### config.mk
export PLATFORM = sky130hd
export DESIGN_NAME = rf_read_arbiter
export DESIGN_NICKNAME = d
export VERILOG_FILES = /design/src/gpu_cfg_pkg.sv /design/src/gpu_inst_pkg.sv /design/src/rf_read_arbiter.sv
export SDC_FILE = /design/constraint.sdc
export NUM_CORES = 1
export LEC_CHECK = 0
export BUFFER_PORTS_ARGS = -buffer_cell sky130_fd_sc_hd__buf_2
export CAP_MARGIN = 20
export CORE_AREA = 5 5 85 87
export CTS_CLUSTER_SIZE = 10
export DETAILED_ROUTE_END_ITERATION = 12
export DIE_AREA = 0 0 90 92
export PLACE_DENSITY_LB_ADDON = 0.08
export SYNTH_ARGS = -nofsm -noshare
export SYNTH_HDL_FRONTEND = slang
export SYNTH_SLANG_ARGS = --single-unit
### constraint.sdc
create_clock -name clk_i -period 4.9 [get_ports clk_i]
set_input_delay 0.98 -clock clk_i [delete_from_list [all_inputs] [get_ports clk_i]]
set_output_delay 0.98 -clock clk_i [all_outputs]
set_load 0.01 [all_outputs]
### src/gpu_cfg_pkg.sv
// Compute unit dimensions
// Vector typedefs for warp ids, tags, registers and data

package gpu_cfg_pkg;

    // ####################
    // Unit dimensions
    // ####################

    // Warps per compute unit
    localparam int unsigned NumWarps = 8;
    // Threads per warp and active mask width
    localparam int unsigned WarpWidth = 8;
    // Registers visible to each warp
    localparam int unsigned NumRegs = 16;
    // Bits per register
    localparam int unsigned RegWidth = 32;
    // In-flight tags per warp
    localparam int unsigned NumTags = 4;
    // Source operands per instruction
    localparam int unsigned OperandsPerInst = 2;
    // Program counter width
    localparam int unsigned PcWidth = 32;

    // Derived field widths
    localparam int unsigned WidWidth    = $clog2(NumWarps);
    localparam int unsigned TagWidth    = $clog2(NumTags);
    localparam int unsigned RegIdxWidth = $clog2(NumRegs);

    // ####################
    // Typed vectors
    // ####################

    typedef logic [WidWidth-1:0]    wid_t;
    typedef logic [TagWidth-1:0]    tag_t;
    // Tag in the upper bits, warp id in the lower bits
    typedef logic [TagWidth+WidWidth-1:0] iid_t;
    typedef logic [RegIdxWidth-1:0] reg_idx_t;
    typedef logic [PcWidth-1:0]     pc_t;
    typedef logic [WarpWidth-1:0]   act_mask_t;
    typedef logic [RegWidth-1:0]    data_t;

endpackage

### src/gpu_inst_pkg.sv
// Instruction and register access records
// Dispatch, register read, register write and issue structs

package gpu_inst_pkg;

    import gpu_cfg_pkg::*;

    // Instruction as handed in by the dispatcher
    typedef struct packed {
        iid_t      iid;
        pc_t       pc;
        act_mask_t act_mask;
        reg_idx_t  dst;
        // Source register indices, slot 0 in the low bits
        reg_idx_t [OperandsPerInst-1:0] src;
    } disp_inst_t;

    // One register read on a single operand port
    typedef struct packed {
        wid_t     wid;
        reg_idx_t idx;
    } rf_read_req_t;

    // Register update through the write port
    typedef struct packed {
        wid_t     wid;
        reg_idx_t idx;
        data_t    data;
    } rf_write_t;

    // Instruction with its operands, toward the execution unit
    typedef struct packed {
        iid_t      iid;
        pc_t       pc;
        act_mask_t act_mask;
        reg_idx_t  dst;
        data_t [OperandsPerInst-1:0] opnd;
    } issue_inst_t;

endpackage

### src/rf_read_arbiter.sv
// Register read arbiter
// Round-robin grant per operand port and routing of read data back

`timescale 1ns/100ps

module rf_read_arbiter
    import gpu_cfg_pkg::*, gpu_inst_pkg::*;
#(
    parameter int unsigned NumCollectors = 4
) (
    input  logic clk_i,
    input  logic arst_n_i,

    // Collector requests, indexed by collector then slot
    input  logic         [NumCollectors-1:0][OperandsPerInst-1:0] req_valid_i,
    input  rf_read_req_t [NumCollectors-1:0][OperandsPerInst-1:0] req_i,
    output logic         [NumCollectors-1:0][OperandsPerInst-1:0] req_ready_o,

    // Register file read ports
    output logic         [OperandsPerInst-1:0] rf_rd_en_o,
    output rf_read_req_t [OperandsPerInst-1:0] rf_rd_o,
    input  data_t        [OperandsPerInst-1:0] rf_rd_data_i,

    // Responses, data shared and valid per collector
    output logic  [NumCollectors-1:0][OperandsPerInst-1:0] rsp_valid_o,
    output data_t [OperandsPerInst-1:0]                    rsp_data_o
);

    localparam int unsigned IdxWidth = (NumCollectors > 1) ? $clog2(NumCollectors) : 1;
    typedef logic [IdxWidth-1:0] col_idx_t;

    // Round-robin pointer per slot
    col_idx_t [OperandsPerInst-1:0] ptr_q;
    col_idx_t [OperandsPerInst-1:0] ptr_d;
    // Current winner per slot
    col_idx_t [OperandsPerInst-1:0] win;
    logic     [OperandsPerInst-1:0] found;
    // Winner of last cycle, waiting for its data
    col_idx_t [OperandsPerInst-1:0] win_q;
    logic     [OperandsPerInst-1:0] pend_q;

    // ####################
    // Grant
    // ####################

    always_comb begin
        col_idx_t cand;
        found       = '0;
        win         = '0;
        req_ready_o = '0;
        for (int s = 0; s < OperandsPerInst; s++) begin
            // Search starts at the pointer and wraps
            for (int k = 0; k < NumCollectors; k++) begin
                cand = col_idx_t'((int'(ptr_q[s]) + k) % NumCollectors);
                if (!found[s] && req_valid_i[cand][s]) begin
                    found[s] = 1'b1;
                    win[s]   = cand;
                end
            end
            req_ready_o[win[s]][s] = found[s];
            rf_rd_en_o[s]          = found[s];
            rf_rd_o[s]             = req_i[win[s]][s];
            // Pointer moves one past the winner
            ptr_d[s] = found[s] ? col_idx_t'((int'(win[s]) + 1) % NumCollectors) : ptr_q[s];
        end
    end

    always_ff @(posedge clk_i or negedge arst_n_i) begin
        if (!arst_n_i) begin
            ptr_q  <= '0;
            win_q  <= '0;
            pend_q <= '0;
        end else begin
            ptr_q  <= ptr_d;
            win_q  <= win;
            pend_q <= found;
        end
    end

    // ####################
    // Response
    // ####################

    // Data arrives one cycle after the grant
    always_comb begin
        for (int c = 0; c < NumCollectors; c++) begin
            for (int s = 0; s < OperandsPerInst; s++) begin
                rsp_valid_o[c][s] = pend_q[s] && (win_q[s] == col_idx_t'(c));
            end
        end
    end

    assign rsp_data_o = rf_rd_data_i;

endmodule

==> results.yml <==
status:
  outcome: "completed"
synthesis:
  syn-mean-instance-area_um2: 9.10
  synthesis.area_um2: 1550
  yosys_warnings: 0
  yosysSeqAreaShare_pct: 16.2
  synth-seq-cells: 10
  yosys.cell_types.count: 22
  synth_nets: 300
  netlist_instances: 170
clocking:
  cts_setup_buffers: 0
  worstSkewPairLatency_ns: 0.23
  cts_made_buffers: 3
  clkTransAtPathRegs_ns: 0.05
  cts_max_level: 1
  clockBufferDepth: 2
  postCtsHoldBufs: 0
  cts_resized: 0
  cts_sinks: 10
  cts_tree: "done"
  root_buffer: "clkbuf_8"
finish:
  final_cells: 280
  multi_input_area_um2: 726
  layout_commonest_cell: "buf_2"
  final_util_pct: 26.3
  diodes: 0
  layout_common_cells: "buf_2, mux2i_1, dfrtp_1"
  area_growth_pct: 6.72
  nets: 334
  regArea_um2: 250
  final_cell_area_um2: 1650
  fillCellCount: 695
  drive_above_1_share_pct: 53.2
global_route:
  grt_pass1_wl_mm: 6.61
  grt_max_degree: 20
  antenna_found_initial: 0
  overflow: 0
  grt_pass1_vias: 1365
  grtUsageTotal_pct: 9.61
die:
  row_count: 29
  dieWidth_um: 90
  die_y_um: 92
  pin_count: 226
  initial_utilization_pct: 24.6
  core_um2: 6280
  die_area_um2: 8280
worst_setup_path:
  critPathKind: "in -> out"
  crit_required_ns: 3.92
  crit_fanout: 19
  worst_setup_path_end_kind: "primary output"
  crit_path_start_kind: "input pin"
  cp.arrival_ns: 2.68
timing:
  rsz0062_at_grt: "no"
  hold_viol_final: 0
  fin_skew_ns: 0.000539
  relSlewSlack_pct: 39.5
  period_needed_ns: 3.66
  worstMarginPinSlew_ns: 0.908
  min_period_over_period_pct: 74.6
  worst_slack_ns: 1.24
  maxSlewViolCount: 0
  fin_tns_setup_ns: 0
  setup_violations: 0
  fmax_ghz: 0.274
  hold_ws_ns: 0.565
routing:
  totalWireLength_mm: 4.27
  drt_iter0_drc: 19
  first_pass_iters: 4
  drc: 0
  wl_per_cell_um: 15.3
  post_drt_via_cell_ratio: 4.60
  antenna_left: 0
  via_count: 1288
placed_design:
  pre_cts_ws_ns: 1.19
  dp_cells: 276
  gp_congestion: 0.680
  placed_area_um2: 1600
  dp_hpwl_mm: 3.61
  io_buffer_count: 97
power:
  total_power_mw: 0.695
  p_leak_nw: 0.929
  vdd_drop_max_v: 0.000139
  powerDensity_nw_per_um2: 421
hold_path:
  hp-class: "reg -> reg"
run:
  maxCapViolCount: 0
==> registers in the layout, summed over array words and instances, names as in the netlist <==
signal and cells:
ptr_q 4, pend_q 2, win_q 4
==> worst paths after layout <==
check	from	end	slack (ns)	cells past startpoint
setup / recovery	req_valid_i[1]	rf_rd_o[9]	1.24	7
hold / removal	ptr_q[2]	ptr_q[2]	0.57	2
setup reg to reg	ptr_q[3]	ptr_q[3]	2.75	5
hold reg to reg	ptr_q[2]	ptr_q[2]	0.57	2
max in group asynchronous	arst_n_i	ptr_q[3]	4.10	1
min in group asynchronous	arst_n_i	win_q[2]	0.60	1
==> cell usage after synthesis <==
master    number  share of area, %
and2_1         2              0.81
o21ai_1        2              0.65
buf_4         64                31
and3b_1        2               1.1
dfrtp_1       10                16
a311oi_2       2               1.9
a21oi_1        8               2.6
nor4_1         2              0.81
inv_1          6               1.5
buf_6          6               4.4
nor3b_1        2              0.97
and2b_1        2              0.97
nand2b_1       2              0.81
o2bb2a_1       1              0.65
mux2i_1       44                28
and3_1         2              0.81
nor3_1         2              0.65
a211o_1        2               1.1
o2bb2a_4       1               1.3
nand2_1        2              0.49
nor2_1         4              0.97
nor2b_4        2               1.8
==> per-layer routing <==
| metal | part of all wire [%] | wire (um) | track usage (%) | vias up |
|---|---|---|---|---|
| met1 | 34 | 1440 | 8.74 | 536 |
| met2 | 44 | 1900 | 15.9 | 144 |
| met5 | 0 | 0 | 0 | - |
| met4 | 3.1 | 131 | 5.71 | 0 |
| met3 | 19 | 806 | 6.46 | 25 |
| li1 | - | - | - | 583 |
==> worst max-delay path, stage by stage <==
cell and delay (ns):
buf_2 0.13, a21oi_1 0.15, o21ai_1 0.07, o2bb2a_1 0.83, mux2i_1 0.28, mux2i_1 0.09
buf_2 0.15
==> cell type report <==
type	instances	area share, %
sequential	10	15.2
multi-input combinational	84	44.0
timing repair buffer	99	30.3
clock buffer	4	3.34
inverter	6	1.36
tap	77	5.84
==> cells by family after synthesis <==
family                 share of synthesized area, %
and+or+nand+nor                                10.2
buffers and inverters                          36.9
AOI/OAI and AO/OA                              8.25
DFF                                            16.2
muxes                                          28.5
==> power breakdown <==
group / leakage (nW) / internal (mW) / switching (mW) / total, mW
registers: 0.113 / 0.109 / 0.0303 / 0.140
clock network: 0.0288 / 0.0705 / 0.0313 / 0.102
logic: 0.788 / 0.225 / 0.228 / 0.454
Note: power is estimated with default switching activity, not from simulation.
