`config.mk`:
```
export PLATFORM = sky130hd
export DESIGN_NAME = register_file
export DESIGN_NICKNAME = d
export VERILOG_FILES = /design/src/gpu_cfg_pkg.sv /design/src/gpu_inst_pkg.sv /design/src/register_file.sv
export SDC_FILE = /design/constraint.sdc
export NUM_CORES = 2
export LEC_CHECK = 0
export BUFFER_PORTS_ARGS = -buffer_cell sky130_fd_sc_hd__buf_2
export CAP_MARGIN = 20
export CORE_ASPECT_RATIO = 0.7
export CORE_MARGIN = 5
export CORE_UTILIZATION = 45
export CTS_BUF_LIST = sky130_fd_sc_hd__clkbuf_2 sky130_fd_sc_hd__clkbuf_4 sky130_fd_sc_hd__clkbuf_8
export CTS_CLUSTER_DIAMETER = 80
export DETAILED_ROUTE_END_ITERATION = 7
export SLEW_MARGIN = 20
export SYNTH_ARGS = -nofsm -noshare
export SYNTH_HDL_FRONTEND = slang
export SYNTH_SLANG_ARGS = --single-unit
```
`constraint.sdc`:
```
create_clock -name clk_i -period 2 [get_ports clk_i]
set_input_delay 0.1 -clock clk_i [delete_from_list [all_inputs] [get_ports clk_i]]
set_output_delay 0.1 -clock clk_i [all_outputs]
set_load 0.1 [all_outputs]
```
`src/gpu_cfg_pkg.sv`:
```
// Compute unit dimensions
// Vector typedefs for warp ids, tags, registers and data

package gpu_cfg_pkg;

    // ####################
    // Unit dimensions
    // ####################

    // Warps per compute unit
    localparam int unsigned NumWarps = 8;
    // Threads per warp and active mask width
    localparam int unsigned WarpWidth = 8;
    // Registers visible to each warp
    localparam int unsigned NumRegs = 16;
    // Bits per register
    localparam int unsigned RegWidth = 32;
    // In-flight tags per warp
    localparam int unsigned NumTags = 4;
    // Source operands per instruction
    localparam int unsigned OperandsPerInst = 2;
    // Program counter width
    localparam int unsigned PcWidth = 32;

    // Derived field widths
    localparam int unsigned WidWidth    = $clog2(NumWarps);
    localparam int unsigned TagWidth    = $clog2(NumTags);
    localparam int unsigned RegIdxWidth = $clog2(NumRegs);

    // ####################
    // Typed vectors
    // ####################

    typedef logic [WidWidth-1:0]    wid_t;
    typedef logic [TagWidth-1:0]    tag_t;
    // Tag in the upper bits, warp id in the lower bits
    typedef logic [TagWidth+WidWidth-1:0] iid_t;
    typedef logic [RegIdxWidth-1:0] reg_idx_t;
    typedef logic [PcWidth-1:0]     pc_t;
    typedef logic [WarpWidth-1:0]   act_mask_t;
    typedef logic [RegWidth-1:0]    data_t;

endpackage

```
`src/gpu_inst_pkg.sv`:
```
// Instruction and register access records
// Dispatch, register read, register write and issue structs

package gpu_inst_pkg;

    import gpu_cfg_pkg::*;

    // Instruction as handed in by the dispatcher
    typedef struct packed {
        iid_t      iid;
        pc_t       pc;
        act_mask_t act_mask;
        reg_idx_t  dst;
        // Source register indices, slot 0 in the low bits
        reg_idx_t [OperandsPerInst-1:0] src;
    } disp_inst_t;

    // One register read on a single operand port
    typedef struct packed {
        wid_t     wid;
        reg_idx_t idx;
    } rf_read_req_t;

    // Register update through the write port
    typedef struct packed {
        wid_t     wid;
        reg_idx_t idx;
        data_t    data;
    } rf_write_t;

    // Instruction with its operands, toward the execution unit
    typedef struct packed {
        iid_t      iid;
        pc_t       pc;
        act_mask_t act_mask;
        reg_idx_t  dst;
        data_t [OperandsPerInst-1:0] opnd;
    } issue_inst_t;

endpackage

```
`src/register_file.sv`:
```
// Per-warp register file
// One registered read port per operand slot and one write port

`timescale 1ns/100ps

module register_file
    import gpu_cfg_pkg::*, gpu_inst_pkg::*;
(
    input  logic clk_i,
    input  logic arst_n_i,

    // Read ports, one per operand slot
    input  logic         [OperandsPerInst-1:0] rd_en_i,
    input  rf_read_req_t [OperandsPerInst-1:0] rd_i,
    output data_t        [OperandsPerInst-1:0] rd_data_o,

    // Write port for register loads
    input  logic      wr_en_i,
    input  rf_write_t wr_i
);

    // Storage by warp then register
    data_t mem_q [NumWarps][NumRegs];

    // Read data, one cycle after the enable
    data_t [OperandsPerInst-1:0] rd_data_q;

    // ####################
    // Write
    // ####################

    always_ff @(posedge clk_i) begin
        if (wr_en_i) begin
            mem_q[wr_i.wid][wr_i.idx] <= wr_i.data;
        end
    end

    // ####################
    // Read
    // ####################

    // Same-cycle write is not forwarded
    always_ff @(posedge clk_i or negedge arst_n_i) begin
        if (!arst_n_i) begin
            rd_data_q <= '0;
        end else begin
            for (int s = 0; s < OperandsPerInst; s++) begin
                if (rd_en_i[s]) begin
                    rd_data_q[s] <= mem_q[rd_i[s].wid][rd_i[s].idx];
                end
            end
        end
    end

    assign rd_data_o = rd_data_q;

endmodule

```
==> flow_summary.yaml <==
timing:
  worst_slack_ps: -533
  setup_viol: 93
  maxSlewViolCount: 0
  worst_pin_slew_ps: 1230
  slew_headroom_pct: 18.0
  rsz0062_at_grt: "yes"
  hold_viol: 0
  skew_ps: 59.0
  timing.fmax_mhz: 395
  setup-tns-final_ps: -13310
  fin_crit_ps: 2530
  whs_ps: 33.2
  finalCritPeriodShare_pct: 127
final_layout:
  fin_util_pct: 55.3
  drive_gt1_share_pct: 36.3
  design_area_um2: 239000
  stdcell_count: 19600
  nNetsFinal: 13400
  nFillCells: 33400
  synthToLayoutAreaGrowth_pct: 22.7
power:
  finalPower_mw: 195
  p_seq_share_pct: 50.0
  power_frac_comb_pct: 13.4
  power_frac_clock_pct: 36.6
  switchingPower_mw: 52.5
  swShare_pct: 26.9
  peakVddDrop_v: 0.000803
  p_per_area_nw_per_um2: 817
  leakage_nw: 82.9
  internal_power_mw: 143
route:
  drtPass1Iterations: 8
  postRouteAntennaNets: 0
  wl_per_cell_um: 39.6
  drt_first_iter_violations: 20700
  num_vias: 132000
  totalWireLength_mm: 776
  drc_errors: 18
  avgViaCountPerCell: 6.75
grt:
  grt_usage_pct: 34.0
  grt_pass1_wl_mm: 1060
  antenna_found_initial: 50
  grt_pass1_vias: 131000
  grt_overflow: 0
  grt_max_degree: 129
clocking:
  path_clk_slew_ps: 60
  cts_tree: "done"
  numCtsBuffers: 633
  cts.path.max_buffers: 4
  clkLatencyLatePin_ps: 1150
  htreeDepth: 6
  clock_sinks: 4160
  cts-root-buf: "clkbuf_8"
place:
  dpl_cell_area_um2: 221000
  dp_slack_ps: -1770
  place_inst: 18300
  globalplace.congestion: 0.981
  port_buffers: 121
  dp_hpwl_mm: 528
floorplanning:
  dieArea_um2: 446000
  core-area_um2: 432000
  num_rows: 202
  die_h_um: 560
  ios: 122
  initial_core_util_pct: 45.1
  dieWidth_um: 796
logic_synthesis:
  yosysSeqAreaShare_pct: 64.0
  synth_simple_gate_area_share_pct: 2.67
  synth-edff-count: 4096
  synth_ff_type: "edfxtp_1"
  synth-xor-area-share_pct: 0
  syn_nets: 11500
  synth_top_family_by_area: "multiplexers"
  avgSynthCellArea_um2: 17.1
  yosysWarnings: 0
  synth_area_um2: 195000
  synthAdderAreaFrac_pct: 0
  synth-compound-area-share_pct: 6.70
  ys_ff_latch: 4160
  synthArstFlopShare_pct: 1.54
  synth_mux_area_share_pct: 24.0
  synthesis.instances: 11400
  ys_types: 60
setup_path:
  critPathMaxFanout: 2
  worstPathRequired_ps: 2990
  end_kind: "flip-flop"
  path_class: "flip-flop to flip-flop"
  start_kind: "flip-flop"
  arrival_ps: 3530
run_status:
  failed_checks: "DRC, setup timing"
  outcome: "finished, violations left"
flow_run:
  drv_cap: 0
min_path:
  min_path_type: "input port to flip-flop"
## critical path, cell delays in order, from the launching register on
cell	delay, ps
edfxtp_1	420
mux4_2	480
mux2_4	280
a221o_1	400
a32oi_4	680
o21ai_1	140
## placed cells by master, fill, tap and decap left out, types with 32 or more instances in the layout
cell type	n
a211oi_1	55
a211oi_2	42
a21oi_1	171
a221o_1	47
a22oi_1	283
a311oi_1	39
a31oi_1	32
and2_1	67
buf_12	633
buf_4	1451
buf_6	42
clkbuf_4	181
clkbuf_8	666
clkinv_1	155
clkinv_2	84
dfrtp_2	43
dlygate4sd3_1	71
edfxtp_1	4096
inv_1	34
mux2_2	64
mux2_4	33
mux2i_1	1971
mux4_2	1142
nand2_1	324
nand2_2	33
nor2_1	241
nor2_4	134
nor2b_1	35
nor3_1	228
o211ai_1	56
o21ai_0	186
o221ai_1	120
o22ai_1	415
o31ai_1	39
## power by group through the flow
stage / Combinational [mW] / Clock [mW] / Sequential, mW
2_1_floorplan: 9.41 / 0 / 100
3_3_place_gp: 23.1 / 0 / 99.2
3_5_place_dp: 23.4 / 0 / 99.2
4_1_cts: 25.2 / 71.7 / 97.4
5_1_grt: 26.5 / 75.9 / 97.4
6_report: 26.2 / 71.3 / 97.5
## repair_timing
item | CTS | global route
endpoints found under the setup margin | 128 | 100
hold endpoints to repair | 7031 | 3
hold buffers | 74 | 2
setup buffers | 57 | 21
pin swaps | 176 | 132
resized for setup | 716 | 204
## worst paths after layout
kind	start	end	slack [ps]	depth (start not counted)
max	mem_q[3][331]$_DFFE_PP_	rd_data_o[11]$_DFFE_PN0P_	-530	5
min reg2reg	rd_data_o[19]$_DFFE_PN0P_	rd_data_o[19]$_DFFE_PN0P_	620	2
min	rd_i[13]	rd_data_o[51]$_DFFE_PN0P_	30	6
max reg2reg	mem_q[3][331]$_DFFE_PP_	rd_data_o[11]$_DFFE_PN0P_	-530	5
min in group asynchronous	arst_n_i	rd_data_o[1]$_DFFE_PN0P_	300	4
max in group asynchronous	arst_n_i	rd_data_o[3]$_DFFE_PN0P_	990	5
## final cells by class
class	count	area, um2	area share, %
well taps	5712	7150	2.99
clock buffers	847	10500	4.41
repair buffers	2238	25300	10.6
diodes	11	27.5	0.0115
flip-flops and latches	4160	125000	52.3
inverters	37	154	0.0645
clock inverters	288	1720	0.722
multi-input cells	6288	69100	29.0
## cell usage after synthesis (all sizes together) (48+ instances only)
master  instances  share of area, %
nor2          382              0.74
o21ai         224              0.58
edfxtp       4096                63
clkbuf        378              0.73
nor3          231              0.59
o211ai         56              0.22
a21oi         200              0.51
a211oi        120              0.46
o31ai          48              0.19
o22ai         446               1.4
o221ai        145              0.65
nand2         360              0.69
and2           81              0.26
mux4         1142                13
mux2           97              0.56
mux2i        1997                10
buf           543               1.7
dfrtp          64              0.82
nor2b          58              0.19
a22oi         295               1.1
a221o          62              0.32
## state kept, by name, indices dropped and copies added, names as in the netlist
name       count
mem_q       4096
rd_data_o     64
## per-layer routing
| metal | vias up | share of wire, % | track usage (%) |
|---|---|---|---|
| met1 | 68500 | 37 | 45.6 |
| met5 | - | 0.016 | 0 |
| met3 | 1858 | 15 | 13.3 |
| li1 | 51600 | - | - |
| met4 | 20 | 6.5 | 18.3 |
| met2 | 10100 | 42 | 47.7 |
## kinds of logic after synthesis
family | after synthesis
AOI/OAI and AO/OA | 1876
and+or+nand+nor | 1176
DFF | 4160
muxes | 3236
buffers and inverters | 958
No activity file was read; power rests on OpenSTA's default activity.
