<file path="config.mk">
export PLATFORM = sky130hd
export DESIGN_NAME = eu_issue_arbiter
export DESIGN_NICKNAME = d
export VERILOG_FILES = /design/src/gpu_cfg_pkg.sv /design/src/gpu_inst_pkg.sv /design/src/eu_issue_arbiter.sv
export SDC_FILE = /design/constraint.sdc
export NUM_CORES = 1
export LEC_CHECK = 0
export BUFFER_PORTS_ARGS = -buffer_cell sky130_fd_sc_hd__buf_4
export CAP_MARGIN = 20
export CORE_AREA = 2 2 222 224
export DETAILED_ROUTE_END_ITERATION = 7
export DIE_AREA = 0 0 224 226
export GPL_ROUTABILITY_DRIVEN = 0
export PLACE_DENSITY = 0.36
export SYNTH_ARGS = -nofsm -noshare
export SYNTH_HDL_FRONTEND = slang
export SYNTH_SLANG_ARGS = --single-unit
</file>
<file path="constraint.sdc">
create_clock -name clk_i -period 2.79 [get_ports clk_i]
set_input_delay 0.558 -clock clk_i [delete_from_list [all_inputs] [get_ports clk_i]]
set_output_delay 0.558 -clock clk_i [all_outputs]
set_load 0.02 [all_outputs]
</file>
<file path="src/gpu_cfg_pkg.sv">
// Compute unit dimensions
// Vector typedefs for warp ids, tags, registers and data

package gpu_cfg_pkg;

    // ####################
    // Unit dimensions
    // ####################

    // Warps per compute unit
    localparam int unsigned NumWarps = 8;
    // Threads per warp and active mask width
    localparam int unsigned WarpWidth = 8;
    // Registers visible to each warp
    localparam int unsigned NumRegs = 16;
    // Bits per register
    localparam int unsigned RegWidth = 32;
    // In-flight tags per warp
    localparam int unsigned NumTags = 4;
    // Source operands per instruction
    localparam int unsigned OperandsPerInst = 2;
    // Program counter width
    localparam int unsigned PcWidth = 32;

    // Derived field widths
    localparam int unsigned WidWidth    = $clog2(NumWarps);
    localparam int unsigned TagWidth    = $clog2(NumTags);
    localparam int unsigned RegIdxWidth = $clog2(NumRegs);

    // ####################
    // Typed vectors
    // ####################

    typedef logic [WidWidth-1:0]    wid_t;
    typedef logic [TagWidth-1:0]    tag_t;
    // Tag in the upper bits, warp id in the lower bits
    typedef logic [TagWidth+WidWidth-1:0] iid_t;
    typedef logic [RegIdxWidth-1:0] reg_idx_t;
    typedef logic [PcWidth-1:0]     pc_t;
    typedef logic [WarpWidth-1:0]   act_mask_t;
    typedef logic [RegWidth-1:0]    data_t;

endpackage

</file>
<file path="src/gpu_inst_pkg.sv">
// Instruction and register access records
// Dispatch, register read, register write and issue structs

package gpu_inst_pkg;

    import gpu_cfg_pkg::*;

    // Instruction as handed in by the dispatcher
    typedef struct packed {
        iid_t      iid;
        pc_t       pc;
        act_mask_t act_mask;
        reg_idx_t  dst;
        // Source register indices, slot 0 in the low bits
        reg_idx_t [OperandsPerInst-1:0] src;
    } disp_inst_t;

    // One register read on a single operand port
    typedef struct packed {
        wid_t     wid;
        reg_idx_t idx;
    } rf_read_req_t;

    // Register update through the write port
    typedef struct packed {
        wid_t     wid;
        reg_idx_t idx;
        data_t    data;
    } rf_write_t;

    // Instruction with its operands, toward the execution unit
    typedef struct packed {
        iid_t      iid;
        pc_t       pc;
        act_mask_t act_mask;
        reg_idx_t  dst;
        data_t [OperandsPerInst-1:0] opnd;
    } issue_inst_t;

endpackage

</file>
<file path="src/eu_issue_arbiter.sv">
// Issue arbiter toward the execution unit
// Round-robin among ready collectors with grant lock under back-pressure

`timescale 1ns/100ps

module eu_issue_arbiter
    import gpu_inst_pkg::*;
#(
    parameter int unsigned NumCollectors = 4
) (
    input  logic clk_i,
    input  logic arst_n_i,

    // Collector side
    input  logic        [NumCollectors-1:0] col_valid_i,
    input  issue_inst_t [NumCollectors-1:0] col_inst_i,
    output logic        [NumCollectors-1:0] col_ready_o,

    // Execution unit port
    output logic        eu_valid_o,
    output issue_inst_t eu_inst_o,
    input  logic        eu_ready_i
);

    localparam int unsigned IdxWidth = (NumCollectors > 1) ? $clog2(NumCollectors) : 1;
    typedef logic [IdxWidth-1:0] col_idx_t;

    // Search start
    col_idx_t ptr_q;
    // Grant held while the unit stalls
    logic     lock_q;
    col_idx_t lock_idx_q;
    // Current choice
    col_idx_t grant;
    logic     found;

    always_comb begin
        col_idx_t cand;
        found = 1'b0;
        grant = ptr_q;
        for (int k = 0; k < NumCollectors; k++) begin
            cand = col_idx_t'((int'(ptr_q) + k) % NumCollectors);
            if (!found && col_valid_i[cand]) begin
                found = 1'b1;
                grant = cand;
            end
        end
        // Stalled transfer keeps its collector
        if (lock_q) begin
            grant = lock_idx_q;
            found = col_valid_i[lock_idx_q];
        end
        col_ready_o        = '0;
        col_ready_o[grant] = found && eu_ready_i;
    end

    assign eu_valid_o = found;
    assign eu_inst_o  = col_inst_i[grant];

    always_ff @(posedge clk_i or negedge arst_n_i) begin
        if (!arst_n_i) begin
            ptr_q      <= '0;
            lock_q     <= 1'b0;
            lock_idx_q <= '0;
        end else begin
            lock_q     <= eu_valid_o && !eu_ready_i;
            lock_idx_q <= grant;
            // Advance only after a transfer
            if (eu_valid_o && eu_ready_i) begin
                ptr_q <= col_idx_t'((int'(grant) + 1) % NumCollectors);
            end
        end
    end

endmodule

</file>
==> results of run 1 <==
metrics by stage:
step	setup WS [ns]	setup TNS, ns	instances	area (um^2)	utilization
2_1_floorplan	0.143	0	430	4310	-
3_3_place_gp	-0.385	-12.44	1661	9690	0.200
3_5_place_dp	-0.362	-12.25	1661	9690	0.200
4_1_cts	-0.195	-9.22	1704	11400	0.236
5_1_grt	-0.277	-17.84	1713	11800	0.243
6_report	-0.169	-6.89	1713	11800	0.243
routing by layer:
metal  share of wire  track usage  up-vias
met5               0            0        -
met4          0.0033      0.00581        0
met3           0.072       0.0225        6
met2            0.55        0.240      336
met1            0.38        0.131     2792
li1                -            -     2976
repair_timing:
| item | 4_1_cts | 5_1_grt |
|---|---|---|
| gates cloned | 14 | 6 |
| pin swaps | 3 | 6 |
| setup buffers | 26 | 14 |
| resized for setup | 212 | 66 |
| setup endpoints to repair | 106 | 117 |
final cells by class:
cell class	count	area, um^2
inverter	5	23.8
sequential	5	128
tap	622	778
clock buffer	3	75.1
fill	5267	36600
multi-input combinational	380	4480
clock inverter	1	5.00
timing repair buffer	697	6260
registers in the layout, indices dropped and copies added (netlist names):
| signal | flops |
|---|---|
| ptr_q | 2 |
| lock_idx_q | 2 |
| lock_q | 1 |
power by group through the flow:
| stage | Clock, mW | Combinational (mW) | Sequential, mW |
|---|---|---|---|
| 4_1_cts | 0.239 | 11.7 | 0.161 |
| 2_1_floorplan | 0 | 5.18 | 0.122 |
| 3_5_place_dp | 0 | 8.87 | 0.159 |
| 3_3_place_gp | 0 | 8.85 | 0.161 |
| 6_report | 0.234 | 11.9 | 0.164 |
| 5_1_grt | 0.248 | 12.5 | 0.169 |
Yosys cell counts (all sizes together):
library cell / instances / area share
nor2b: 1 / 0.0015
mux4: 2 / 0.010
a21oi: 1 / 0.0012
mux2i: 340 / 0.79
and3b: 1 / 0.0020
or2: 1 / 0.0015
inv: 5 / 0.0044
or3: 1 / 0.0015
and3: 1 / 0.0015
a21boi: 1 / 0.0017
o21ai: 4 / 0.0046
o31a: 1 / 0.0020
nand3: 1 / 0.0012
nor4: 1 / 0.0015
nor2: 3 / 0.0026
nand2: 4 / 0.0041
buf: 40 / 0.11
o31ai: 2 / 0.0035
a221o: 1 / 0.0023
o311ai: 1 / 0.0038
nand3b: 1 / 0.0017
a211oi: 1 / 0.0017
nor3: 5 / 0.0058
o21bai: 1 / 0.0017
dfrtp: 5 / 0.029
nand2b: 3 / 0.0044
o21a: 1 / 0.0017
a31oi: 1 / 0.0015
cells by family (layout without fill, tap and decap cells):
logic type | after synthesis | count (layout)
muxes | 342 | 342
buffers and inverters | 45 | 706
and+or+nand+nor | 23 | 23
AOI/OAI and AO/OA | 15 | 15
DFF | 5 | 5
path summary, 6_finish.rpt:
kind,from,endpoint
setup / recovery,col_valid_i[2],eu_inst_o[81]
hold / removal,arst_n_i,lock_idx_q[1]
setup reg to reg,ptr_q[0],ptr_q[1]
hold reg to reg,ptr_q[1],ptr_q[1]
max in group asynchronous,arst_n_i,ptr_q[1]
min in group clk_i,eu_ready_i,lock_q
worst reg2reg max path, cell delays in order, from the launching register on:
cell	delay, ns
dfrtp_2	0.45
or2_1	0.24
a31oi_2	0.19
o21a_4	0.21
buf_12	0.19
buf_6	0.17
inv_1	0.10
buf_4	0.16
and3_1	0.17
o31ai_1	0.20
==> results.md, run 1 <==
- Status: finished, violations left
- Failing checks: negative setup slack
- Logic pwr share: 0.968
- Number of routed nets with antenna violations: 0
- Site row count: 81
- Number of max-cap violations: 0
- Num CTS Buffers: 3
- Data arrival time of the worst path: 2.40 ns
- Synth Register Bits: 5
- Root buf cell: clkbuf_16
- Startpoint types: primary input
- Sw Pwr: 5.51 mW
- TritonCTS Sinks: 5
- Syn nets: 889
- Worst path bufs/invs: 5
- Initial antenna violation count: 0
- Clock Latency Late Sink: 0.23 ns
- Fmax: 338 MHz
- Final Setup Violations: 84
- Hold Fails Final Rpt: 0
- RSZ-0062 raised after global routing: yes
- CP endpoint kind: output port
- Worst Path Required: 2.23 ns
- # DRC: 0
- Chip width: 224 um
- Largest family of logic cells by synthesized area: multiplexers
- Sequential share of power: 0.013
- Mapped cell area: 4310 um^2
- Clock power frac: 0.019
- Pre-antenna DRT Iters: 3
- Gr usage total: 0.118
- Vias in the first global route: 6668
- Initial DRC Count: 116
- Switch share: 0.449
- Core footprint: 48300 um^2
- Area share of xor/xnor cells in the synthesized design: 0
- Post-Synth Adder-Cell Area: 0
- Complex-gate fraction of the synthesized area: 0.0259
- Commonest non-fill, non-tap cell in the layout: buf_4
- Area grow syn2layout: 173%
- Pwr Density: 1040 nW/um^2
- IO Port Bufs: 576
- Htree depth: 1
- P_leak: 6.12 nW
- Worst VDD drop: 0.000399 V
- WHS: 0.129 ns
- First-pass GRT wire length: 44300 um
- Average wire per standard cell: 19.3 um
- CP delay by family, top: buffers and inverters
- CP Class: primary input to output port
- Sequential fraction of the synthesis area: 0.0291
- CP Max Fanout: 11
- Starting Density: 0.0891
- CTS Hold Bufs: 0
- Final Max Tran Viols: 0
- Post-route setup slack: -0.169 ns
- Total Wirelength: 33000 um
- Total number of vias: 6110
- Crit path largest cell delay: 0.32 ns
- Vias per inst: 3.57
- DIE AREA: 50600 um^2
- Post-synthesis simple-gate area fraction: 0.0291
- Antenna Cells: 0
- Setup slack, reg-to-reg: 0.63 ns
- Most frequent cells in the layout: buf_4, mux2i_1, mux2i_2, buf_6, mux2i_4
- Least-Margin Pin Slew: 0.692 ns
- Final critical-path share of the clock period: 1.06
- Die Ht: 226 um
- Largest net degree at the start of global routing: 24
- Minimum clock period: 2.96 ns
- Clock transition at the registers of the reported paths: 0.03 ns
- Rel. slew slack: 0.535
- Distinct cells, synth: 34
- CTS tree: built
- Fin nets: 1551
- Grt total ovfl: 0
- Crit-path slowest cell: a221o_1
- Number of primary I/O pins: 577
- Synth Instances: 430
- Cell depth of the worst setup path: 10
- Mean Syn Cell Area: 10.0 um^2
- Hold Crit Class: primary input to async pin
- R2R cell count: 9
- Layout cells sized above 1: 0.749
- CP Cell Sequence: buf_4, nor2b_4, a221o_1, o21a_4, buf_12, buf_16, buf_12, mux2i_1, mux2i_1, buf_4
- P_int: 6.76 mW
- Dpl hpwl: 27300 um
- Clock Skew: 0.000668 ns
- Mux contribution to synthesized area: 0.801
- Synth warnings: 0
- CTS max path bufs: 2
- Post-layout power: 12.3 mW
Power figures use the tool's default switching activity.
==> inputs of run 2 (changes only) <==
clock period = 3.3 ns   (was 2.79 ns; I/O delays follow)
==> results.md, run 2 (synthesized netlist as in run 1, its figures left out) <==
- Status: complete, no violations
- Most frequent cells in the layout: buf_4, mux2i_1, clkbuf_16, buf_12
- Final Setup Violations: 0 (-100%)
- Site row count: 81 (unchanged)
- Starting Density: 0.0891 (unchanged)
- Initial antenna violation count: 1 (+1)
- CTS Hold Bufs: 0 (unchanged)
- Total Wirelength: 31000 um (-6.0%)
- Grt total ovfl: 0 (unchanged)
- Commonest non-fill, non-tap cell in the layout: buf_4
- Number of fillers in the final layout: 5416 (+2.8%)
- DIE AREA: 50600 um^2 (unchanged)
- Average wire per standard cell: 18.8 um (-2.3%)
- CTS max path bufs: 2 (unchanged)
- CP endpoint kind: output port
- Number of max-cap violations: 0 (unchanged)
- Number of routed nets with antenna violations: 0 (unchanged)
- Area grow syn2layout: 126%
- Clock Skew: 0.000219 ns (-0.000449 ns)
- Rel. slew slack: 0.670 (+0.136)
- Worst VDD drop: 0.000334 V (-16%)
- Vias per inst: 3.50 (-1.9%)
- Setup TNS: 0 ns (+6.89 ns)
- Biggest regs: lock_idx_q (2), ptr_q (2), lock_q (1)
- First-pass GRT wire length: 40600 um (-8.3%)
- Antenna Cells: 0 (unchanged)
- TritonCTS Sinks: 5 (unchanged)
- Post-layout power: 7.66 mW (-38%)
- Clock Latency Late Sink: 0.22 ns (about the same)
- Layout cells sized above 1: 0.633 (-0.116)
- Startpoint types: primary input
- P_leak: 5.65 nW (-7.7%)
- Gr usage total: 0.108 (-0.0105)
- Final Max Tran Viols: 0 (unchanged)
- Core footprint: 48300 um^2 (unchanged)
- CTS tree: built
- IO Port Bufs: 576 (unchanged)
- Post-Layout Inst Area: 9740 um^2 (-17%)
- Least-Margin Pin Slew: 0.481 ns (-0.211 ns)
- # DRC: 0 (unchanged)
- Pre-antenna DRT Iters: 4 (+1)
- Root buf cell: clkbuf_16
- Largest net degree at the start of global routing: 39 (+63%)
- Htree depth: 1 (unchanged)
- Worst Path Required: 2.64 ns (+0.41 ns)
- Clock transition at the registers of the reported paths: 0.03 ns (about the same)
- Area after DPL: 9420 um^2 (-2.8%)
- CP Class: primary input to output port
- Vias in the first global route: 6141 (-7.9%)
- Dpl hpwl: 26800 um (-1.7%)
- Die Ht: 226 um (unchanged)
- CP Max Fanout: 15 (+4)
- Hold Crit Class: primary input to async pin
- Number of primary I/O pins: 577 (unchanged)
- Fin nets: 1485 (-4.3%)
- Final critical-path share of the clock period: 0.975
- Pwr Density: 787 nW/um^2 (-25%)
- Data arrival time of the worst path: 2.56 ns (+0.16 ns)
- Minimum clock period: 3.22 ns
- WHS: 0.234 ns (+0.105 ns)
- Chip width: 224 um (unchanged)
- Num CTS Buffers: 3 (unchanged)
- Initial DRC Count: 101 (-13%)
- Hold Fails Final Rpt: 0 (unchanged)
- Total number of vias: 5765 (-5.6%)
- RSZ-0062 raised after global routing: yes
- Fmax: 311 MHz
run 2: changes by cell type in the layout (fill, tap and decap cells not counted), moves of 2 or more:
| cell | before | now |
|---|---|---|
| buf_6 | 59 | 2 |
| dfrtp_2 | 2 | 0 |
| bufbuf_16 | 2 | 0 |
| buf_4 | 580 | 615 |
| nor3_1 | 0 | 5 |
| buf_12 | 22 | 6 |
| buf_16 | 14 | 4 |
| buf_8 | 15 | 0 |
| nor3_4 | 2 | 0 |
| nor3_2 | 3 | 0 |
| mux2i_2 | 59 | 5 |
| mux2i_4 | 36 | 3 |
| mux2i_1 | 245 | 332 |
| dfrtp_1 | 3 | 5 |
run 2: worst paths after layout:
kind	end	slack [ns]	cells past startpoint	start
worst min register to register	ptr_q[0]	0.73	2	ptr_q[0]
worst max register to register	ptr_q[1]	1.08	8	ptr_q[1]
min in group clk_i	lock_q	0.61	2	eu_ready_i
max in group asynchronous	lock_idx_q[0]	2.95	1	arst_n_i
worst max-delay path	eu_inst_o[49]	0.08	10	col_valid_i[2]
worst min-delay path	lock_q	0.23	1	arst_n_i
run 2: layout make-up:
cell class | count | area [um^2] | share of cell area
Clock buffer | 4 | 78.8 | 0.00809
Inverter | 5 | 31.3 | 0.00321
Multi-Input combinational cell | 380 | 3750 | 0.386
Tap cell | 622 | 778 | 0.0799
Timing Repair Buffer | 631 | 4970 | 0.510
Sequential cell | 5 | 125 | 0.0128
run 2: critical path, cell delays in order:
cell and delay [ns]:
buf_4 0.11, nor2b_1 0.13, a221o_1 0.34, o21a_4 0.25
buf_12 0.16, buf_12 0.18, buf_16 0.17, mux2i_1 0.24
mux2i_4 0.11, buf_4 0.17
run 2: per-layer routing:
layer  part of all wire  track usage
met1               0.38        0.121
met2               0.53        0.214
met3              0.079       0.0233
met4             0.0015      0.00581
met5            0.00061            0
run 2: report_power, final:
| part | internal, mW | switching (mW) | leakage [nW] |
|---|---|---|---|
| combinational | 3.50 | 3.82 | 5.55 |
| sequential | 0.0894 | 0.0485 | 0.0597 |
| clock | 0.160 | 0.0376 | 0.0382 |
| total | 3.75 | 3.91 | 5.65 |
run 2: timing repair:
action / 4_1_cts / 5_1_grt
cloned: 0 / 4
pin swaps: 0 / 4
gates resized for setup: 5 / 15
setup buffers: 0 / 3
endpoints found under the setup margin: 5 / 50
run 2: per-stage QoR:
step                      utilization  worst slack [ns]  std cells
after floorplan                     -             0.449        430
after global placement          0.195           -0.0652       1636
after detailed placement        0.195           -0.0842       1636
after CTS                       0.197           -0.0184       1640
after global routing            0.201          -0.00739       1647
final                           0.201            0.0828       1647
