===== config.mk =====
export PLATFORM = sky130hd
export DESIGN_NAME = operand_collector
export DESIGN_NICKNAME = d
export VERILOG_FILES = /design/src/gpu_cfg_pkg.sv /design/src/gpu_inst_pkg.sv /design/src/operand_collector.sv
export SDC_FILE = /design/constraint.sdc
export NUM_CORES = 1
export LEC_CHECK = 0
export BUFFER_PORTS_ARGS = -buffer_cell sky130_fd_sc_hd__buf_4
export CAP_MARGIN = 30
export CORE_AREA = 2 2 100 102
export DETAILED_ROUTE_END_ITERATION = 8
export DIE_AREA = 0 0 102 104
export HOLD_SLACK_MARGIN = 0.15
export PLACE_DENSITY = 0.86
export RECOVER_POWER = 25
export REMOVE_ABC_BUFFERS = 1
export SETUP_SLACK_MARGIN = 0.2
export SLEW_MARGIN = 25
export SYNTH_ARGS = -nofsm -noshare
export SYNTH_HDL_FRONTEND = slang
export SYNTH_SLANG_ARGS = --single-unit

===== constraint.sdc =====
create_clock -name clk_i -period 3.8 [get_ports clk_i]
set_input_delay 0.76 -clock clk_i [delete_from_list [all_inputs] [get_ports clk_i]]
set_output_delay 0.76 -clock clk_i [all_outputs]
set_load 0.02 [all_outputs]

===== src/gpu_cfg_pkg.sv =====
// Compute unit dimensions
// Vector typedefs for warp ids, tags, registers and data

package gpu_cfg_pkg;

    // ####################
    // Unit dimensions
    // ####################

    // Warps per compute unit
    localparam int unsigned NumWarps = 8;
    // Threads per warp and active mask width
    localparam int unsigned WarpWidth = 8;
    // Registers visible to each warp
    localparam int unsigned NumRegs = 16;
    // Bits per register
    localparam int unsigned RegWidth = 32;
    // In-flight tags per warp
    localparam int unsigned NumTags = 4;
    // Source operands per instruction
    localparam int unsigned OperandsPerInst = 2;
    // Program counter width
    localparam int unsigned PcWidth = 32;

    // Derived field widths
    localparam int unsigned WidWidth    = $clog2(NumWarps);
    localparam int unsigned TagWidth    = $clog2(NumTags);
    localparam int unsigned RegIdxWidth = $clog2(NumRegs);

    // ####################
    // Typed vectors
    // ####################

    typedef logic [WidWidth-1:0]    wid_t;
    typedef logic [TagWidth-1:0]    tag_t;
    // Tag in the upper bits, warp id in the lower bits
    typedef logic [TagWidth+WidWidth-1:0] iid_t;
    typedef logic [RegIdxWidth-1:0] reg_idx_t;
    typedef logic [PcWidth-1:0]     pc_t;
    typedef logic [WarpWidth-1:0]   act_mask_t;
    typedef logic [RegWidth-1:0]    data_t;

endpackage


===== src/gpu_inst_pkg.sv =====
// Instruction and register access records
// Dispatch, register read, register write and issue structs

package gpu_inst_pkg;

    import gpu_cfg_pkg::*;

    // Instruction as handed in by the dispatcher
    typedef struct packed {
        iid_t      iid;
        pc_t       pc;
        act_mask_t act_mask;
        reg_idx_t  dst;
        // Source register indices, slot 0 in the low bits
        reg_idx_t [OperandsPerInst-1:0] src;
    } disp_inst_t;

    // One register read on a single operand port
    typedef struct packed {
        wid_t     wid;
        reg_idx_t idx;
    } rf_read_req_t;

    // Register update through the write port
    typedef struct packed {
        wid_t     wid;
        reg_idx_t idx;
        data_t    data;
    } rf_write_t;

    // Instruction with its operands, toward the execution unit
    typedef struct packed {
        iid_t      iid;
        pc_t       pc;
        act_mask_t act_mask;
        reg_idx_t  dst;
        data_t [OperandsPerInst-1:0] opnd;
    } issue_inst_t;

endpackage


===== src/operand_collector.sv =====
// Operand collector slot
// Holds one instruction and gathers its source operands

`timescale 1ns/100ps

module operand_collector
    import gpu_cfg_pkg::*, gpu_inst_pkg::*;
(
    input  logic clk_i,
    input  logic arst_n_i,

    // From the dispatch router
    input  logic       in_valid_i,
    input  disp_inst_t in_inst_i,
    output logic       ready_o,

    // Read requests toward the read arbiter
    output logic         [OperandsPerInst-1:0] rd_req_valid_o,
    output rf_read_req_t [OperandsPerInst-1:0] rd_req_o,
    input  logic         [OperandsPerInst-1:0] rd_req_ready_i,

    // Read responses, one cycle after the grant
    input  logic  [OperandsPerInst-1:0] rd_rsp_valid_i,
    input  data_t [OperandsPerInst-1:0] rd_rsp_data_i,

    // Toward the issue arbiter
    output logic        issue_valid_o,
    output issue_inst_t issue_inst_o,
    input  logic        issue_ready_i
);

    // ####################
    // State
    // ####################

    // Slot holds a live instruction
    logic occupied_q;
    // Read granted per operand
    logic [OperandsPerInst-1:0] requested_q;
    // Data received per operand
    logic [OperandsPerInst-1:0] opnd_ready_q;
    // Latched instruction fields
    disp_inst_t inst_q;
    // Gathered operand values
    data_t [OperandsPerInst-1:0] opnd_data_q;

    // Handshake strobes
    logic accept;
    logic issue_fire;

    // Free slot takes the next instruction
    assign ready_o    = !occupied_q;
    assign accept     = in_valid_i && ready_o;
    assign issue_fire = issue_valid_o && issue_ready_i;

    // ####################
    // Read requests
    // ####################

    // Request each operand until the arbiter grants it
    always_comb begin
        for (int s = 0; s < OperandsPerInst; s++) begin
            rd_req_valid_o[s] = occupied_q && !requested_q[s];
            // Warp id sits in the low bits of the iid
            rd_req_o[s].wid   = inst_q.iid[WidWidth-1:0];
            rd_req_o[s].idx   = inst_q.src[s];
        end
    end

    // Occupancy and per operand flags
    always_ff @(posedge clk_i or negedge arst_n_i) begin
        if (!arst_n_i) begin
            occupied_q   <= 1'b0;
            requested_q  <= '0;
            opnd_ready_q <= '0;
        end else if (accept) begin
            // Fresh instruction starts with nothing requested
            occupied_q   <= 1'b1;
            requested_q  <= '0;
            opnd_ready_q <= '0;
        end else begin
            if (issue_fire) begin
                occupied_q <= 1'b0;
            end
            for (int s = 0; s < OperandsPerInst; s++) begin
                if (rd_req_valid_o[s] && rd_req_ready_i[s]) begin
                    requested_q[s] <= 1'b1;
                end
                if (rd_rsp_valid_i[s]) begin
                    opnd_ready_q[s] <= 1'b1;
                end
            end
        end
    end

    // Instruction fields and operand data
    always_ff @(posedge clk_i) begin
        if (accept) begin
            inst_q <= in_inst_i;
        end
        for (int s = 0; s < OperandsPerInst; s++) begin
            if (rd_rsp_valid_i[s]) begin
                opnd_data_q[s] <= rd_rsp_data_i[s];
            end
        end
    end

    // ####################
    // Issue
    // ####################

    // Valid once every operand is in
    assign issue_valid_o = occupied_q && (&opnd_ready_q);

    always_comb begin
        issue_inst_o.iid      = inst_q.iid;
        issue_inst_o.pc       = inst_q.pc;
        issue_inst_o.act_mask = inst_q.act_mask;
        issue_inst_o.dst      = inst_q.dst;
        issue_inst_o.opnd     = opnd_data_q;
    end

endmodule


==> results.json, run 1 <==
{
  "cp_cell_sequence": "inv_2 > nor2_1 > buf_4",
  "drtAntennaViolNets": 0,
  "netlist_instances": 149,
  "pre_cts_ws_ps": 1660,
  "synthMostInstantiatedCell": "edfxtp_1",
  "portBuffers": 259,
  "reg2reg_from": "occupied_q",
  "remaining_drc_errors": 0,
  "clk_pin_slew_ps": 50,
  "synthTopCellsByArea": "edfxtp_1 (94%), dfrtp_1 (3.2%), buf_4 (1.2%), nor2_1 (0.68%), o21ai_0 (0.26%)",
  "grt_pass1_wl_um": 13700,
  "fin_cells": 568,
  "layout-drive-gt1-share": 0.664,
  "synth.distinct_cells": 11,
  "die_y_um": 104,
  "rr_worst_depth": 2,
  "insertedDiodeCount": 0,
  "fin_nets": 552,
  "syn2layout_area_growth_pct": 67.1,
  "max_freq_mhz": 467,
  "ys_top_cells_by_count": "edfxtp_1 (121), nor2_1 (7), buf_4 (6)",
  "grt_overflow_total": 0,
  "drtIter0Drc": 94,
  "num_rows": 36,
  "status": "finished, final reports clean",
  "share_comb_of_total_power": 0.181,
  "cp-end-kind": "output pin",
  "start_kind": "flip-flop",
  "min_to": "issue_inst_o[27]",
  "grt_max_degree": 51,
  "tightest_slew_ps": 614,
  "place.gp.congestion": 0.778,
  "sw_frac_of_total": 0.260,
  "min_period_over_period": 0.564,
  "cp_max_fo": 7,
  "hold_viol": 0,
  "crit_arrival_ps": 1380,
  "intPower_mw": 2.89,
  "synth_top_cell_by_area": "edfxtp_1",
  "critical_path_class": "flip-flop to output pin",
  "synth_enable_flop_cells": 121,
  "postPlaceCellArea_mm2": 0.00596,
  "max-vdd-ir-drop_uv": 316,
  "core-area_mm2": 0.00955,
  "startpoint": "occupied_q",
  "hpwl_um": 7320,
  "p_leak_nw": 2.74,
  "via_per_inst": 4.40,
  "skew_ps": 2.88,
  "vias": 2498,
  "power_mw": 3.91,
  "tritoncts_num_sinks": 126,
  "first_pass_iters": 4,
  "grt_use_total": 0.180,
  "finalInstanceArea_mm2": 0.00649,
  "pwr-share-clk": 0.355,
  "placed_cells": 536,
  "slew_headroom": 0.591,
  "setup_viol": 0,
  "antenna_found_initial": 0,
  "die_x_um": 102,
  "post-route-util": 0.680,
  "dieArea_mm2": 0.0106,
  "io_pins": 260,
  "cp.required_ps": 3040,
  "cts_root_buf": "clkbuf_8",
  "cp_slowest_stage_delay_ps": 500,
  "rsz0062_at_grt": "false",
  "final.min_clock_period_ps": 2140,
  "wl_per_cell_um": 17.0,
  "ys_seq_area_frac": 0.967,
  "tns_ps": 0,
  "slew_viol_final": 0,
  "nFillCells": 656,
  "min_path_type": "primary input to flip-flop",
  "p_seq_frac": 0.464,
  "postSynthAreaPerCell_um2": 26.1,
  "postLayoutSetupSlackWorst_ps": 1660,
  "postCtsSetupBuffers": 0,
  "min_from": "rd_rsp_data_i[27]",
  "synth.top_cell.area_share": 0.935,
  "grt_pass1_vias": 2627,
  "cts-resized-gates": 0,
  "ys_ff_latch": 126,
  "ys_async_sr_fraction": 0.0397,
  "routed_wl_um": 9660,
  "r2r_end": "issue_inst_o[103]",
  "clockBufferDepth": 2,
  "synth_warnings": 0,
  "hold_ws_ps": 438,
  "whs_path_depth": 1,
  "p_per_area_mw_per_mm2": 602,
  "cts_tree": "built",
  "p_sw_mw": 1.02,
  "maxCapViolCount": 0,
  "htreeDepth": 4,
  "synthesis.area_mm2": 0.00388,
  "worst_skew_pair.late_latency_ps": 490,
  "numCtsBuffers": 17,
  "synth_flop_cell": "edfxtp_1",
  "multi_input_area_um2": 75.1,
  "start_util": 0.407,
  "final-seq-area_mm2": 0.00376,
  "r2r_slack_ps": 2050,
  "crit_slowest_cell": "dfrtp_1"
}
==> worst max-delay path by stage <==
stage / endpoint / slack [ps]
2_1_floorplan: issue_inst_o[100] / 1070
3_3_place_gp: issue_inst_o[64] / 1720
3_5_place_dp: issue_inst_o[77] / 1660
4_1_cts: rd_req_valid_o[1] / 1630
5_1_grt: rd_req_valid_o[1] / 1580
6_report: rd_req_valid_o[1] / 1660
==> cells by family (layout without fill, tap and decap cells) <==
family                 count (synthesis)  in the layout  share of synthesized area
AO/OA/AOI/OAI                          5              5                    0.00741
buffers and inverters                  9            295                     0.0145
flip-flops                           126            126                      0.967
AND/OR/NAND/NOR                        9              9                     0.0106
==> sequential cells by signal, summed over array words and instances, names as in the netlist <==
signal and count:
opnd_ready_q 2, occupied_q 1, requested_q 2, issue_inst_o 113, rd_req_o 8
==> area by class of cell <==
class | instances | share of cell area
timing repair buffer | 261 | 0.302
multi-input combinational | 14 | 0.0116
inverter | 3 | 0.00173
tap | 133 | 0.0256
clock buffer | 18 | 0.0644
sequential | 126 | 0.579
clock inverter | 13 | 0.0156
==> routing by layer <==
layer	track usage	vias to the layer above	routed length, um
met2	0.323	164	5240
met1	0.171	1184	3140
met4	0.0905	0	263
met3	0.0773	20	1010
met5	0	-	0
li1	-	1130	-
==> cell usage in the layout (no fill, tap or decap) <==
master and instances:
buf_4 165, edfxtp_1 121, clkbuf_4 95, clkbuf_16 16
nor2_1 7, dfrtp_1 5, clkinv_2 4, clkinv_1 3
clkinvlp_4 3, inv_1 2, o21ai_1 2, o21ai_0 2
clkinv_4 2, nor2b_4 1, and3_1 1, inv_2 1
a41oi_1 1, clkbuf_8 1, clkbuf_1 1, bufinv_16 1
dlygate4sd3_1 1
==> worst max-delay path, delay by kind of cell (launching register included) <==
| family | cells | cell delay, ps |
|---|---|---|
| buffers and inverters | 2 | 240 |
| DFF | 1 | 500 |
| and+or+nand+nor | 1 | 140 |
==> power by group through the flow <==
stage / clock network, mW / logic [mW] / registers, mW
2_1_floorplan: 0 / 0.110 / 2.03
4_1_cts: 1.42 / 0.721 / 1.82
3_3_place_gp: 0 / 0.703 / 1.83
3_5_place_dp: 0 / 0.719 / 1.84
6_report: 1.39 / 0.707 / 1.81
5_1_grt: 1.47 / 0.749 / 1.83
==> repair_timing <==
| action | CTS | global route |
|---|---|---|
| endpoints found under the hold margin | 5 | 0 |
| setup endpoints to repair | 0 | 0 |
| hold buffers | 1 | 0 |
Power figures use the tool's default switching activity.
==> run 2, diff against run 1 <==
--- a/config.mk
+++ b/config.mk
@@ -7,11 +7,10 @@
 export LEC_CHECK = 0
 export BUFFER_PORTS_ARGS = -buffer_cell sky130_fd_sc_hd__buf_4
 export CAP_MARGIN = 30
-export CORE_AREA = 2 2 100 102
+export CORE_UTILIZATION = 37
 export DETAILED_ROUTE_END_ITERATION = 8
-export DIE_AREA = 0 0 102 104
 export HOLD_SLACK_MARGIN = 0.15
-export PLACE_DENSITY = 0.86
+export PLACE_DENSITY = 0.82
 export RECOVER_POWER = 25
 export REMOVE_ABC_BUFFERS = 1
 export SETUP_SLACK_MARGIN = 0.2
==> constraint.sdc (replaced) <==
create_clock -name clk_i -period 1.95 [get_ports clk_i]
set_input_delay 0.39 -clock clk_i [delete_from_list [all_inputs] [get_ports clk_i]]
set_output_delay 0.39 -clock clk_i [all_outputs]
set_load 0.02 [all_outputs]
==> results.json, run 2 <==
{
  "pre_cts_ws_ps": 634,
  "stop_stage": "clock tree synthesis",
  "synth_warnings": 0,
  "num_rows": 37,
  "place.gp.congestion": 0.745,
  "hpwl_um": 6640,
  "synth.top_cell.area_share": 0.935,
  "htreeDepth": 4,
  "postSynthAreaPerCell_um2": 26.1,
  "cts_root_buf": "clkbuf_8",
  "synth_top_cell_by_area": "edfxtp_1",
  "die_y_um": 104,
  "status": "did not finish",
  "ys_async_sr_fraction": 0.0397,
  "cts-resized-gates": 1,
  "synth_flop_cell": "edfxtp_1",
  "error_line": "[ERROR RSZ-0060] Max buffer count reached.",
  "io_pins": 260,
  "postPlaceCellArea_mm2": 0.00598,
  "synth_enable_flop_cells": 121,
  "ys_top_cells_by_count": "edfxtp_1 (121), nor2_1 (7), buf_4 (6)",
  "die_x_um": 104,
  "start_util": 0.380,
  "clockBufferDepth": 2,
  "tritoncts_num_sinks": 126,
  "synthesis.area_mm2": 0.00388,
  "netlist_instances": 149,
  "ys_seq_area_frac": 0.967,
  "portBuffers": 259,
  "ys_ff_latch": 126,
  "synth.distinct_cells": 11,
  "postCtsSetupBuffers": 0,
  "numCtsBuffers": 17,
  "synthMostInstantiatedCell": "edfxtp_1",
  "cts_hold_buffers": 115,
  "synthTopCellsByArea": "edfxtp_1 (94%), dfrtp_1 (3.2%), buf_4 (1.2%), nor2_1 (0.68%), o21ai_0 (0.26%)"
}
-- run 2: logic make-up after synthesis --
kind of cell	after synthesis	share of synthesized area
AO/OA/AOI/OAI	5	0.00741
AND/OR/NAND/NOR	9	0.0106
buffers and inverters	9	0.0145
flip-flops	126	0.967
-- run 2: metrics by stage --
step / hold WS [ps] / setup TNS, ps / instances
detailed placement: 198 / 0 / 539
global placement: 194 / 0 / 539
floorplan: 94.4 / -26290 / 143
==> run 3, diff against run 2 <==
--- a/config.mk
+++ b/config.mk
@@ -7,13 +7,11 @@
 export LEC_CHECK = 0
 export BUFFER_PORTS_ARGS = -buffer_cell sky130_fd_sc_hd__buf_4
 export CAP_MARGIN = 30
-export CORE_UTILIZATION = 37
+export CORE_UTILIZATION = 35
 export DETAILED_ROUTE_END_ITERATION = 8
-export HOLD_SLACK_MARGIN = 0.15
-export PLACE_DENSITY = 0.82
+export PLACE_DENSITY_LB_ADDON = 0.15
 export RECOVER_POWER = 25
 export REMOVE_ABC_BUFFERS = 1
-export SETUP_SLACK_MARGIN = 0.2
 export SLEW_MARGIN = 25
 export SYNTH_ARGS = -nofsm -noshare
 export SYNTH_HDL_FRONTEND = slang
==> constraint.sdc (replaced) <==
create_clock -name clk_i -period 2.5 [get_ports clk_i]
set_input_delay 0.5 -clock clk_i [delete_from_list [all_inputs] [get_ports clk_i]]
set_output_delay 0.5 -clock clk_i [all_outputs]
set_load 0.02 [all_outputs]
==> results.json, run 3 (synthesis gave the netlist of run 1 again) <==
{
  "status": "finished, final reports clean",
  "hold_viol": 0,
  "largest_register_ffs": 113,
  "final.min_clock_period_ps": 1820,
  "io_pins": 260,
  "slew_headroom": 0.724,
  "cp.required_ps": 2000,
  "min_path_type": "primary input to flip-flop",
  "p_per_area_mw_per_mm2": 950,
  "tns_ps": 0,
  "worst_skew_pair.late_latency_ps": 510,
  "via_per_inst": 4.24,
  "syn2layout_area_growth_pct": 69.5,
  "multi_input_area_um2": 75.1,
  "final-seq-area_mm2": 0.00376,
  "postCtsSetupBuffers": 0,
  "skew_ps": 5.88,
  "setup_viol": 0,
  "critical_path_class": "flip-flop to output pin",
  "crit_slowest_cell": "dfrtp_1",
  "grt_use_total": 0.154,
  "cts_root_buf": "clkbuf_8",
  "cts_hold_buffers": 1,
  "tritoncts_num_sinks": 126,
  "first_pass_iters": 6,
  "core-area_mm2": 0.0108,
  "remaining_drc_errors": 0,
  "max-vdd-ir-drop_uv": 530,
  "htreeDepth": 4,
  "maxCapViolCount": 0,
  "cp_max_fo": 7,
  "die_y_um": 107,
  "cts-resized-gates": 0,
  "slew_viol_final": 0,
  "final_common_cell": "buf_4",
  "place.gp.congestion": 0.722,
  "pre_cts_ws_ps": 1080,
  "postLayoutSetupSlackWorst_ps": 677,
  "wl_per_cell_um": 15.2,
  "layout-drive-gt1-share": 0.669,
  "cts_tree": "built",
  "num_rows": 38,
  "hold_ws_ps": 167,
  "portBuffers": 259,
  "finalInstanceArea_mm2": 0.00659,
  "p_leak_nw": 2.77,
  "vias": 2438,
  "fin_nets": 552,
  "final_cell_mix": "buf_4 (164), edfxtp_1 (121), clkbuf_4 (95), clkbuf_16 (16), nor2_1 (7)",
  "antenna_found_initial": 0,
  "clk_pin_slew_ps": 60,
  "insertedDiodeCount": 0,
  "hpwl_um": 6500,
  "grt_overflow_total": 0,
  "cp_slowest_stage_delay_ps": 480,
  "cp_cell_sequence": "and3_1 > buf_4",
  "numCtsBuffers": 17,
  "routed_wl_um": 8770,
  "min_period_over_period": 0.729,
  "dieArea_mm2": 0.0115,
  "post-route-util": 0.608,
  "nFillCells": 849,
  "max_freq_mhz": 548,
  "crit_arrival_ps": 1320,
  "grt_max_degree": 60,
  "start_util": 0.358,
  "clockBufferDepth": 2,
  "cp-end-kind": "output pin",
  "rsz0062_at_grt": "false",
  "tightest_slew_ps": 414,
  "start_kind": "flip-flop",
  "drtIter0Drc": 47,
  "grt_pass1_wl_um": 12400,
  "drtAntennaViolNets": 0,
  "die_x_um": 107,
  "grt_pass1_vias": 2392,
  "postPlaceCellArea_mm2": 0.00598
}
## run 3: worst paths after layout
kind / from / end / cells past startpoint / slack, ps
max reg2reg: occupied_q / issue_inst_o[106] / 2 / 1210
max: occupied_q / issue_valid_o / 2 / 680
min reg2reg: opnd_ready_q[0] / occupied_q / 1 / 520
max in group asynchronous: arst_n_i / opnd_ready_q[0] / 2 / 2040
min: in_inst_i[41] / issue_inst_o[97] / 1 / 170
min in group asynchronous: arst_n_i / requested_q[0] / 2 / 340
## run 3: cell type report
cell class | instances | area share
Clock buffer | 19 | 0.0640
Clock inverter | 12 | 0.0258
Inverter | 3 | 0.00171
Multi-Input combinational cell | 14 | 0.0114
Sequential cell | 126 | 0.571
Tap cell | 140 | 0.0266
Timing Repair Buffer | 261 | 0.300
## run 3: stage by stage
stage	power (mW)	cells
final	6.26	575
after CTS	6.35	575
after floorplan	3.25	143
after detailed placement	3.89	543
after global routing	6.51	575
after global placement	3.88	543
## run 3: routing by layer
layer / share of wire / global-route usage / vias to the layer above
met5: 0 / 0 / -
met4: 0.019 / 0.0753 / 0
met3: 0.14 / 0.103 / 13
met2: 0.51 / 0.254 / 174
met1: 0.33 / 0.145 / 1121
li1: - / - / 1130
## run 3: report_power, final
| part | switching (mW) | internal (mW) | leakage, nW |
|---|---|---|---|
| logic | 0.607 | 0.476 | 1.29 |
| clock network | 0.829 | 1.60 | 0.279 |
| registers | 0.104 | 2.64 | 1.20 |
## run 3: worst max-delay path: cells and delay by family (launching register included)
kind | cells | cell delay [ps]
flip-flops | 1 | 480
AND/OR/NAND/NOR | 1 | 190
buffers and inverters | 1 | 140
==> run 4, diff against run 3 <==
==> constraint.sdc (replaced) <==
create_clock -name clk_i -period 1.61 [get_ports clk_i]
set_input_delay 0.322 -clock clk_i [delete_from_list [all_inputs] [get_ports clk_i]]
set_output_delay 0.322 -clock clk_i [all_outputs]
set_load 0.02 [all_outputs]
==> results.json, run 4 <==
{
  "synth.distinct_cells": 11,
  "num_rows": 38,
  "hpwl_um": 6830,
  "synth_flop_cell": "edfxtp_1",
  "start_util": 0.358,
  "synthesis.area_mm2": 0.00388,
  "ys_ff_latch": 126,
  "io_pins": 260,
  "synth.top_cell.area_share": 0.935,
  "cts-resized-gates": 1,
  "synth_warnings": 0,
  "place.gp.congestion": 0.739,
  "status": "did not finish",
  "numCtsBuffers": 17,
  "tritoncts_num_sinks": 126,
  "clockBufferDepth": 2,
  "cts_hold_buffers": 117,
  "synth_enable_flop_cells": 121,
  "stop_stage": "clock tree synthesis",
  "netlist_instances": 149,
  "synth_top_cell_by_area": "edfxtp_1",
  "error_line": "[ERROR RSZ-0060] Max buffer count reached.",
  "postCtsSetupBuffers": 1,
  "synthTopCellsByArea": "edfxtp_1 (94%), dfrtp_1 (3.2%), buf_4 (1.2%), nor2_1 (0.68%), o21ai_0 (0.26%)",
  "ys_top_cells_by_count": "edfxtp_1 (121), nor2_1 (7), buf_4 (6)",
  "pre_cts_ws_ps": 234,
  "ys_seq_area_frac": 0.967,
  "portBuffers": 259,
  "synthMostInstantiatedCell": "edfxtp_1",
  "die_x_um": 107,
  "htreeDepth": 4,
  "cts_root_buf": "clkbuf_8",
  "die_y_um": 107,
  "postSynthAreaPerCell_um2": 26.1,
  "ys_async_sr_fraction": 0.0397
}
run 4: metrics by stage:
step	hold slack [ps]	TNS, ps	utilization	area, um^2	std cells
floorplan	26.4	-46350	-	3840	143
global placement	129	0	0.555	6020	546
detailed placement	132	0	0.555	6020	546
run 4: cells by family after synthesis:
logic type             share of synthesized area
AO/OA/AOI/OAI                            0.00741
buffers and inverters                     0.0145
flip-flops                                 0.967
AND/OR/NAND/NOR                           0.0106
